## src/cache_defines.svh

```systemverilog
/*
  size and shape macros for the write-back cache
  included by the cache package and by the testbench
*/
`ifndef CACHE_DEFINES_SVH
`define CACHE_DEFINES_SVH

// byte address width
`define CACHE_ADDR_BITS 32

// word width on the upper side
`define CACHE_WORD_BITS 64

`define CACHE_LINE_BYTES 16  // bytes per line
`define CACHE_WAYS 2         // associativity
`define CACHE_SETS 4         // number of sets

`endif

```

## src/cache_pkg.sv

```systemverilog
/*
  shared types for the cache, derived widths and the port structs
  modules pull it in with a wildcard import in their header
*/
`include "cache_defines.svh"

package cache_pkg;

  localparam int ADDR_BITS     = `CACHE_ADDR_BITS;
  localparam int WORD_BITS     = `CACHE_WORD_BITS;
  localparam int LINE_BYTES    = `CACHE_LINE_BYTES;
  localparam int LINE_BITS     = LINE_BYTES * 8;
  localparam int NUM_WAYS      = `CACHE_WAYS;
  localparam int NUM_SETS      = `CACHE_SETS;
  localparam int OFFSET_BITS   = $clog2(LINE_BYTES);
  localparam int SET_BITS      = $clog2(NUM_SETS);
  localparam int WAY_BITS      = $clog2(NUM_WAYS);
  localparam int TAG_BITS      = ADDR_BITS - SET_BITS - OFFSET_BITS;
  localparam int WORD_OFF_BITS = $clog2(WORD_BITS / 8);     // byte bits inside a word
  localparam int WSEL_BITS     = OFFSET_BITS - WORD_OFF_BITS; // word index inside a line

  typedef logic [ADDR_BITS-1:0]   addr_t;
  typedef logic [WORD_BITS-1:0]   word_t;
  typedef logic [LINE_BITS-1:0]   line_t;
  typedef logic [TAG_BITS-1:0]    tag_t;
  typedef logic [SET_BITS-1:0]    set_idx_t;
  typedef logic [OFFSET_BITS-1:0] offset_t;
  typedef logic [WAY_BITS-1:0]    way_idx_t;

  typedef struct packed {
    logic valid;
    logic dirty;
    tag_t tag;
  } tag_entry_t;

  typedef struct packed {
    logic  valid;
    logic  we;
    addr_t addr;
    word_t value;
  } hc_req_t;

  typedef struct packed {
    logic  valid;
    addr_t addr;
    word_t value;
  } hc_resp_t;

  typedef struct packed {
    logic  valid;
    logic  we;     // high for a write-back
    addr_t addr;   // always line aligned
    line_t line;
  } lc_req_t;

  typedef struct packed {
    logic  valid;
    addr_t addr;
    line_t line;
  } lc_fill_t;

  typedef enum logic [2:0] {
    IDLE,
    LOOKUP,
    MISS_REQ,
    EVICT,
    INSTALL,
    RESPOND,
    FLUSH
  } ctrl_state_t;

endpackage

```

## src/cache_tag_store.sv

```systemverilog
/*
  tag, valid and dirty bits for every way and set, with parallel hit compare
  also keeps the round-robin victim pointer of each set
*/
`timescale 1ns/1ns

module cache_tag_store
  import cache_pkg::*;
(
  input  logic       clk_in,
  input  logic       rst_N_in,
  input  set_idx_t   lookup_set,
  input  tag_t       lookup_tag,
  output logic       hit,
  output way_idx_t   hit_way,
  output way_idx_t   victim_way,
  output tag_entry_t victim_entry,
  input  logic       upd_en,      // write entry of upd_way in lookup_set
  input  way_idx_t   upd_way,
  input  tag_entry_t upd_entry,
  input  logic       touch_en,    // move pointer of lookup_set past touch_way
  input  way_idx_t   touch_way,
  input  logic       flush_en
);

  tag_entry_t entry_q [NUM_WAYS][NUM_SETS];
  way_idx_t   ptr_q [NUM_SETS];   // next victim per set

  // compare every way of the set at once
  always_comb begin
    hit     = 1'b0;
    hit_way = '0;
    for (int w = 0; w < NUM_WAYS; w++) begin
      if (entry_q[w][lookup_set].valid && (entry_q[w][lookup_set].tag == lookup_tag)) begin
        hit     = 1'b1;
        hit_way = way_idx_t'(w);
      end
    end
  end

  assign victim_way   = ptr_q[lookup_set];
  assign victim_entry = entry_q[victim_way][lookup_set];  // needed for write-back decision

  always_ff @(posedge clk_in) begin
    if (!rst_N_in) begin
      for (int w = 0; w < NUM_WAYS; w++) begin
        for (int s = 0; s < NUM_SETS; s++) begin
          entry_q[w][s] <= '0;
        end
      end
      for (int s = 0; s < NUM_SETS; s++) begin
        ptr_q[s] <= '0;
      end
    end else begin
      if (flush_en) begin
        // only the valid bits, pointers keep their place
        for (int w = 0; w < NUM_WAYS; w++) begin
          for (int s = 0; s < NUM_SETS; s++) begin
            entry_q[w][s].valid <= 1'b0;
          end
        end
      end else if (upd_en) begin
        entry_q[upd_way][lookup_set] <= upd_entry;
      end
      if (touch_en) begin
        ptr_q[lookup_set] <= (touch_way == way_idx_t'(NUM_WAYS - 1)) ? '0 : touch_way + 1'b1;
      end
    end
  end

endmodule

```

## src/cache_data_store.sv

```systemverilog
/*
  line storage for all ways and sets, read combinationally
  writes either a whole line on a fill or one merged word on a write hit
*/
`timescale 1ns/1ns

module cache_data_store
  import cache_pkg::*;
(
  input  logic     clk_in,
  input  way_idx_t rd_way,
  input  set_idx_t rd_set,
  input  offset_t  rd_offset,
  output word_t    rd_word,
  output line_t    rd_line,
  input  logic     wr_line_en,
  input  logic     wr_word_en,
  input  way_idx_t wr_way,
  input  set_idx_t wr_set,
  input  offset_t  wr_offset,
  input  word_t    wr_word,
  input  line_t    wr_line
);

  line_t mem_q [NUM_WAYS][NUM_SETS];

  logic [WSEL_BITS-1:0] rd_sel;  // word slot of the read offset
  logic [WSEL_BITS-1:0] wr_sel;

  // low byte bits dropped so the word is 8-byte aligned
  assign rd_sel = rd_offset[OFFSET_BITS-1:WORD_OFF_BITS];
  assign wr_sel = wr_offset[OFFSET_BITS-1:WORD_OFF_BITS];

  assign rd_line = mem_q[rd_way][rd_set];
  assign rd_word = rd_line[rd_sel*WORD_BITS +: WORD_BITS];

  always_ff @(posedge clk_in) begin
    if (wr_line_en) begin
      mem_q[wr_way][wr_set] <= wr_line;  // fill replaces the line
    end else if (wr_word_en) begin
      mem_q[wr_way][wr_set][wr_sel*WORD_BITS +: WORD_BITS] <= wr_word;  // merge one word
    end
  end

endmodule

```

## src/cache_ctrl.sv

```systemverilog
/*
  cache controller, takes one item at a time from the upper or lower side
  runs the lookup, miss, write-back and install sequence on the two stores
  all outputs toward both sides come straight from registers
*/
`timescale 1ns/1ns

module cache_ctrl
  import cache_pkg::*;
(
  input  logic       clk_in,
  input  logic       rst_N_in,
  input  logic       flush_in,
  input  hc_req_t    hc_req,
  input  logic       hc_ready_in,
  input  lc_fill_t   lc_fill,
  input  logic       lc_ready_in,
  output hc_resp_t   hc_resp,
  output logic       hc_ready_out,
  output lc_req_t    lc_req,
  output logic       lc_ready_out,
  output set_idx_t   lookup_set,
  output tag_t       lookup_tag,
  input  logic       hit,
  input  way_idx_t   hit_way,
  input  way_idx_t   victim_way,
  input  tag_entry_t victim_entry,
  output logic       upd_en,
  output way_idx_t   upd_way,
  output tag_entry_t upd_entry,
  output logic       touch_en,
  output way_idx_t   touch_way,
  output logic       flush_en,
  output way_idx_t   rd_way,
  output set_idx_t   rd_set,
  output offset_t    rd_offset,
  input  word_t      rd_word,
  input  line_t      rd_line,
  output logic       wr_line_en,
  output logic       wr_word_en,
  output way_idx_t   wr_way,
  output set_idx_t   wr_set,
  output offset_t    wr_offset,
  output word_t      wr_word,
  output line_t      wr_line
);

  ctrl_state_t state_q, state_d;

  logic     is_fill_q;  // item came from below
  logic     we_q;
  addr_t    addr_q;
  word_t    word_q;
  line_t    line_q;
  way_idx_t way_q;      // way chosen in lookup for the install

  tag_t     cur_tag;
  set_idx_t cur_set;
  offset_t  cur_offset;

  assign {cur_tag, cur_set, cur_offset} = addr_q;

  assign lookup_set = cur_set;
  assign lookup_tag = cur_tag;

  // a fill reads out the victim, an upper request reads the hit way
  assign rd_way    = is_fill_q ? victim_way : hit_way;
  assign rd_set    = cur_set;
  assign rd_offset = cur_offset;

  assign upd_en    = (state_q == INSTALL);
  assign upd_way   = way_q;
  assign upd_entry = '{valid: 1'b1, dirty: ~is_fill_q, tag: cur_tag};  // fills go in clean
  assign flush_en  = (state_q == FLUSH);

  assign wr_line_en = (state_q == INSTALL) && is_fill_q;
  assign wr_word_en = (state_q == INSTALL) && !is_fill_q;
  assign wr_way     = way_q;
  assign wr_set     = cur_set;
  assign wr_offset  = cur_offset;
  assign wr_word    = word_q;
  assign wr_line    = line_q;

  always_comb begin
    state_d   = state_q;
    touch_en  = 1'b0;
    touch_way = hit_way;
    case (state_q)
      IDLE: begin
        if (flush_in) begin
          state_d = FLUSH;                 // flush wins over everything
        end else if (lc_fill.valid || hc_req.valid) begin
          state_d = LOOKUP;
        end
      end
      LOOKUP: begin
        if (is_fill_q) begin
          if (victim_entry.valid && victim_entry.dirty) begin
            state_d = EVICT;
          end else begin
            state_d = INSTALL;
          end
        end else if (!hit) begin
          state_d = MISS_REQ;              // requester retries after the fill
        end else if (we_q) begin
          state_d = INSTALL;               // word merge, line turns dirty
        end else begin
          state_d  = RESPOND;
          touch_en = 1'b1;                 // read hit touches now
        end
      end
      MISS_REQ: if (lc_ready_in) state_d = IDLE;
      EVICT:    if (lc_ready_in) state_d = INSTALL;
      INSTALL: begin
        state_d   = IDLE;
        touch_en  = 1'b1;
        touch_way = way_q;
      end
      RESPOND:  if (hc_ready_in) state_d = IDLE;
      FLUSH:    state_d = IDLE;
      default:  state_d = IDLE;
    endcase
  end

  always_ff @(posedge clk_in) begin
    if (!rst_N_in) begin
      state_q      <= IDLE;
      is_fill_q    <= 1'b0;
      we_q         <= 1'b0;
      hc_resp      <= '0;
      lc_req       <= '0;
      hc_ready_out <= 1'b0;
      lc_ready_out <= 1'b0;
    end else begin
      state_q      <= state_d;
      // upper item is acked on acceptance, a fill only once it is installed
      hc_ready_out <= (state_q == IDLE) && (state_d == LOOKUP) && !lc_fill.valid;
      lc_ready_out <= is_fill_q && (state_d == INSTALL);
      if (state_q == IDLE) begin
        is_fill_q <= lc_fill.valid;
        we_q      <= !lc_fill.valid && hc_req.we;
      end
      case (state_q)
        LOOKUP: begin
          if (state_d == RESPOND) begin
            hc_resp <= '{valid: 1'b1, addr: addr_q, value: rd_word};
          end else if (state_d == MISS_REQ) begin
            lc_req <= '{valid: 1'b1, we: 1'b0,
                        addr: {cur_tag, cur_set, {OFFSET_BITS{1'b0}}}, line: '0};
          end else if (state_d == EVICT) begin
            // victim address rebuilt from its stored tag
            lc_req <= '{valid: 1'b1, we: 1'b1,
                        addr: {victim_entry.tag, cur_set, {OFFSET_BITS{1'b0}}}, line: rd_line};
          end
        end
        MISS_REQ, EVICT: if (lc_ready_in) lc_req.valid <= 1'b0;
        RESPOND:         if (hc_ready_in) hc_resp.valid <= 1'b0;
        default: ;
      endcase
    end
  end

  // payload of the accepted item, no reset
  always_ff @(posedge clk_in) begin
    if (state_q == IDLE) begin
      addr_q <= lc_fill.valid ? lc_fill.addr : hc_req.addr;
      word_q <= hc_req.value;
      line_q <= lc_fill.line;
    end
    if (state_q == LOOKUP) begin
      way_q <= (is_fill_q && !hit) ? victim_way : hit_way;  // fill of a present line reuses it
    end
  end

endmodule

```

## src/cache_top.sv

```systemverilog
/*
  top level of the write-back set-associative cache
  word requests from above, line requests and fills from below
*/
`timescale 1ns/1ns

module cache_top
  import cache_pkg::*;
(
  input  logic     clk_in,
  input  logic     rst_N_in,
  input  logic     flush_in,
  input  hc_req_t  hc_req,
  input  logic     hc_ready_in,
  output hc_resp_t hc_resp,
  output logic     hc_ready_out,
  input  lc_fill_t lc_fill,
  input  logic     lc_ready_in,
  output lc_req_t  lc_req,
  output logic     lc_ready_out
);

  // tag store side
  set_idx_t   lookup_set;
  tag_t       lookup_tag;
  logic       hit;
  way_idx_t   hit_way, victim_way;
  tag_entry_t victim_entry;
  logic       upd_en, touch_en, flush_en;
  way_idx_t   upd_way, touch_way;
  tag_entry_t upd_entry;

  // data store side
  way_idx_t   rd_way, wr_way;
  set_idx_t   rd_set, wr_set;
  offset_t    rd_offset, wr_offset;
  word_t      rd_word, wr_word;
  line_t      rd_line, wr_line;
  logic       wr_line_en, wr_word_en;

  cache_ctrl u_ctrl (.*);

  cache_tag_store u_tags (.*);

  cache_data_store u_data (.*);

endmodule

```

## config.mk

```make
export PLATFORM = sky130hd
export DESIGN_NAME = cache_top
export DESIGN_NICKNAME = d
export VERILOG_FILES = /design/src/cache_pkg.sv /design/src/cache_tag_store.sv /design/src/cache_data_store.sv /design/src/cache_ctrl.sv /design/src/cache_top.sv
export VERILOG_INCLUDE_DIRS = /design/src
export SDC_FILE = /design/constraint.sdc
export NUM_CORES = 2
export LEC_CHECK = 0
export BUFFER_PORTS_ARGS = -buffer_cell sky130_fd_sc_hd__buf_4
export CAP_MARGIN = 25
export CORE_MARGIN = 10
export CORE_UTILIZATION = 40
export DETAILED_ROUTE_END_ITERATION = 8
export GPL_TIMING_DRIVEN = 0
export REMOVE_ABC_BUFFERS = 1
export SYNTH_ARGS = -nofsm -noshare
export SYNTH_HDL_FRONTEND = slang
export SYNTH_SLANG_ARGS = --single-unit
export TNS_END_PERCENT = 50
```

## constraint.sdc

```tcl
create_clock -name clk_in -period 17.08 [get_ports clk_in]
set_clock_uncertainty 0.15 [all_clocks]
set_input_delay 1.708 -clock clk_in [delete_from_list [all_inputs] [get_ports clk_in]]
set_output_delay 1.708 -clock clk_in [all_outputs]
set_load 0.1 [all_outputs]
```

==> results.py <==
metrics = {
    "detailed_routing": {
        "via_per_inst": 6.05,
        "drt-wirelength-per-cell_microns": 28.5,
        "drtAntennaViolNets": 0,
        "wirelength_microns": 281000,
        "first_pass_iters": 9,
        "drc": 2,
        "num_vias": 59532,
        "drtIter0Drc": 7617,
    },
    "cts": {
        "h-tree-depth": 4,
        "clkLatencyLatePin_ns": 0.87,
        "clock-sinks": 1741,
        "post_cts_buffers": 0,
        "cts_made_buffers": 190,
        "clockRootBuffer": "clkbuf_16",
        "clk_pin_slew_ns": 0.06,
        "clockBufferDepth": 3,
        "post_cts_resized": 0,
        "cts_tree": "built",
        "ctsHoldBuffers": 0,
    },
    "worst_hold_path": {
        "holdPathStages": 2,
        "hold_path_end": "u_ctrl.lc_req[32]",
        "hold_class": "reg -> reg",
        "hp-start": "u_ctrl.lc_req[32]",
    },
    "place": {
        "place_congestion": 0.785,
        "post-place-ws_ns": 10.84,
        "place_area_sq_um": 90900,
        "dp_hpwl_microns": 178000,
        "numPortBuffers": 520,
        "dpl.cell_count": 9472,
    },
    "timing": {
        "max_freq_mhz": 159,
        "finalMaxSlewViolations": 0,
        "layout_min_cycle_time_ns": 6.28,
        "layout_worst_path_cycle_share_pct": 36.8,
        "setup_tns_ns": 0,
        "final-setup-viol-count": 0,
        "max-slew-margin-rel_pct": 30.3,
        "worst_pin_slew_ns": 1.04,
        "rsz0062_at_grt": "false",
        "hold_viol": 0,
        "final.setup.worst_slack_ns": 10.80,
    },
    "finish": {
        "seqCellArea_sq_um": 49600,
        "layout-drive-gt1-share_pct": 24.8,
        "finalNetCount": 7274,
        "synthToLayoutAreaGrowth_pct": 20.1,
        "layoutNonFillerInstCount": 9838,
        "design_area_sq_um": 97100,
        "nFillCells": 17367,
        "multi_input_area_sq_um": 29100,
    },
    "floorplan": {
        "dieArea_sq_um": 221000,
        "initial_utilization_pct": 40.3,
        "io_pins": 525,
        "rows": 164,
        "chipHeight_microns": 470,
        "core_area_sq_um": 200000,
        "die_w_microns": 470,
    },
    "critical_path": {
        "worst_r2r_endpoint": "u_ctrl.hc_resp[8]",
        "crit_required_ns": 17.65,
        "r2r_cells": 19,
        "end_kind": "register",
        "r2r_start": "u_ctrl.addr_q[5]",
        "path_max_fanout": 27,
        "path_class": "reg -> reg",
        "r2r_setup_slack_ns": 10.80,
        "critPathLaunchType": "register",
        "arrival_ns": 6.85,
    },
    "synth": {
        "synth-edff-count": 1474,
        "async_flop_share_pct": 0,
        "synth.avg_cell_area_sq_um": 12.1,
        "synth.distinct_cells": 64,
        "yosysWarningCount": 0,
        "ys_seq_area_share_pct": 61.3,
        "ys.flop_type": "edfxtp_1",
        "syn_area_sq_um": 80900,
        "syn_inst": 6659,
        "ys_seq_elements": 1741,
    },
    "global_routing": {
        "grt_usage_pct": 24.3,
        "grt_pass1_wl_microns": 406000,
        "grt_pass1_vias": 59816,
        "grt_max_degree": 122,
        "gr-total-overflow": 0,
        "antenna_found_initial": 16,
    },
    "flow_run": {
        "cap_violations": 0,
    },
    "run_status": {
        "violations": "design-rule violations",
        "status": "finished with violations",
    },
    "pwr": {
        "peakVddDrop_uv": 107,
        "seqPwrFrac_pct": 47.3,
        "p_sw_uw": 2850,
        "swShare_pct": 27.0,
        "pwr-share-clk_pct": 38.8,
        "internal-power_uw": 7720,
        "p_leak_uw": 0.0357,
        "combPwrFrac_pct": 13.9,
        "p_per_area_nw_per_um2": 109,
    },
}
-- sequential cells by signal, indices dropped and copies added (netlist names), named ones only --
| signal | count |
|---|---|
| u_ctrl.lc_ready_out | 1 |
| u_ctrl.hc_resp | 97 |
| u_ctrl.upd_way | 1 |
| u_ctrl.addr_q | 32 |
| u_ctrl.we_q | 1 |
| u_ctrl.lc_req | 158 |
| u_ctrl.is_fill_q | 1 |
| u_ctrl.hc_ready_out | 1 |
| u_ctrl.wr_line | 128 |
| u_tags.ptr_q | 4 |
| u_tags.entry_q | 224 |
| u_data.mem_q | 1024 |
| u_ctrl.wr_word | 64 |
| u_ctrl.state_q | 3 |
-- final cells by class --
| cell class | count | share of cell area [%] |
|---|---|---|
| tap | 2656 | 3.42 |
| clock inverter | 86 | 0.870 |
| multi-input combinational | 4298 | 29.9 |
| clock buffer | 274 | 5.52 |
| sequential | 1741 | 51.1 |
| antenna | 4 | 0.0103 |
| inverter | 15 | 0.0786 |
| timing repair buffer | 764 | 9.08 |
-- per-layer routing --
layer  global-route usage [%]  up-vias  part of all wire, %
li1                         -    25749                    -
met1                     32.2    29441                   40
met2                     38.1     3611                   46
met3                     5.30      719                   10
met4                     11.0       12                  4.6
met5                        0        -                0.031
-- through the flow --
stage | hold WS (ns) | util (%) | power (uW)
after floorplan | 0.307 | - | 5950
after global placement | 0.292 | 42.7 | 6680
after detailed placement | 0.296 | 45.3 | 6540
after CTS | 0.306 | 48.4 | 10600
after global routing | 0.322 | 48.4 | 10900
final | 0.304 | 48.4 | 10600
-- cell usage in the layout, fill, tap and decap left out, types with 8 or more instances in the layout --
cell type / instances
nand4_1: 227
mux2i_1: 293
clkbuf_8: 14
clkinv_2: 34
o221ai_1: 15
o21ai_1: 63
a2bb2oi_1: 63
clkinv_1: 22
inv_1: 10
clkbuf_1: 63
mux4_2: 50
nor4_2: 65
buf_4: 538
o31ai_1: 186
nor2_1: 109
nand3_1: 158
buf_12: 89
nand2_2: 8
mux2_2: 545
o211ai_1: 76
buf_6: 24
o2bb2ai_1: 63
buf_16: 88
nor4_1: 130
bufinv_16: 9
nand2_4: 16
nand2_1: 1179
and3_1: 269
edfxtp_1: 1474
clkbuf_16: 197
o31ai_2: 9
xnor2_1: 50
o21ai_0: 12
dfxtp_1: 267
nand2b_1: 73
nor2_4: 19
buf_8: 18
a21oi_1: 550
-- power groups by stage --
stage / combinational (uW) / sequential (uW) / clock (uW)
final: 1470 / 5000 / 4100
after global placement: 1520 / 5150 / 0
after floorplan: 873 / 5070 / 0
after CTS: 1460 / 5000 / 4160
after global routing: 1560 / 5020 / 4320
after detailed placement: 1460 / 5090 / 0
-- worst max path at each step --
| stage | start | end | slack [ns] | cells past startpoint |
|---|---|---|---|---|
| after global routing | u_ctrl.addr_q[4] | u_ctrl.hc_resp[36] | 10.67 | 18 |
| after detailed placement | u_ctrl.addr_q[4] | u_ctrl.hc_resp[36] | 10.84 | 18 |
| final | u_ctrl.addr_q[5] | u_ctrl.hc_resp[8] | 10.80 | 19 |
| after floorplan | u_ctrl.addr_q[4] | u_ctrl.hc_resp[0] | -7.12 | 9 |
| after CTS | u_ctrl.addr_q[5] | u_ctrl.hc_resp[10] | 10.82 | 18 |
| after global placement | u_ctrl.addr_q[4] | u_ctrl.hc_resp[58] | -39.16 | 9 |
-- worst max-delay path: stages (launching register included) --
cell and delay (ns):
edfxtp_1 0.61, buf_16 0.23, buf_16 0.18, buf_16 0.18
buf_16 0.17, mux4_2 0.34, xnor2_1 0.33, nand4_1 0.22
nor4_4 0.52, buf_6 0.25, and2_4 0.59, a21boi_4 0.21
buf_12 0.23, buf_16 0.19, buf_12 0.18, buf_16 0.18
buf_16 0.17, mux2i_1 0.14, nor4_1 0.76, o21ai_1 0.14
-- Yosys cell counts, types with 2 or more instances --
| cell | count | area share, % |
|---|---|---|
| a21oi_1 | 550 | 3.4 |
| o21ai_1 | 63 | 0.39 |
| clkbuf_1 | 473 | 2.2 |
| nor2_1 | 127 | 0.59 |
| o31ai_2 | 9 | 0.14 |
| o2bb2ai_1 | 63 | 0.68 |
| o211ai_1 | 76 | 0.71 |
| buf_2 | 83 | 0.51 |
| nand3b_1 | 2 | 0.019 |
| and2_1 | 3 | 0.023 |
| nor4_1 | 131 | 1.0 |
| nor3_2 | 2 | 0.025 |
| buf_4 | 14 | 0.13 |
| buf_1 | 23 | 0.11 |
| o22ai_1 | 3 | 0.023 |
| o21a_1 | 2 | 0.019 |
| a21o_1 | 3 | 0.028 |
| xnor2_1 | 50 | 0.54 |
| mux4_1 | 3 | 0.097 |
| nor2b_1 | 2 | 0.015 |
| nor3_1 | 7 | 0.043 |
| nand4_1 | 227 | 1.8 |
| edfxtp_1 | 1474 | 55 |
| nor4_2 | 65 | 1.0 |
| and2_0 | 2 | 0.015 |
| a32o_1 | 3 | 0.037 |
| or3_1 | 4 | 0.031 |
| mux2i_1 | 293 | 3.6 |
| dfxtp_1 | 267 | 6.6 |
| mux4_2 | 51 | 1.4 |
| o31ai_1 | 186 | 1.7 |
| o21ai_0 | 12 | 0.074 |
| buf_12 | 2 | 0.050 |
| nand2b_1 | 73 | 0.56 |
| inv_1 | 14 | 0.065 |
| o221ai_1 | 15 | 0.16 |
| buf_6 | 13 | 0.18 |
| or2_2 | 2 | 0.015 |
| a311oi_1 | 4 | 0.043 |
| nand3_1 | 159 | 0.98 |
| a211oi_1 | 3 | 0.028 |
| nand2_1 | 1203 | 5.6 |
| and3_1 | 270 | 2.1 |
| mux2_2 | 546 | 7.6 |
| a2bb2oi_1 | 63 | 0.68 |
-- logic make-up (layout without fill, tap and decap cells) --
kind of cell | count (synthesis) | count (layout) | synth area share [%]
mux | 893 | 893 | 12.7
other cells | 1 | 8 | 0.00464
simple gates | 2284 | 2284 | 13.8
flops | 1741 | 1741 | 61.3
xor+xnor | 51 | 51 | 0.552
buf+inv | 623 | 1139 | 3.25
compound gates | 1066 | 1066 | 8.28
Power figures use the tool's default switching activity.
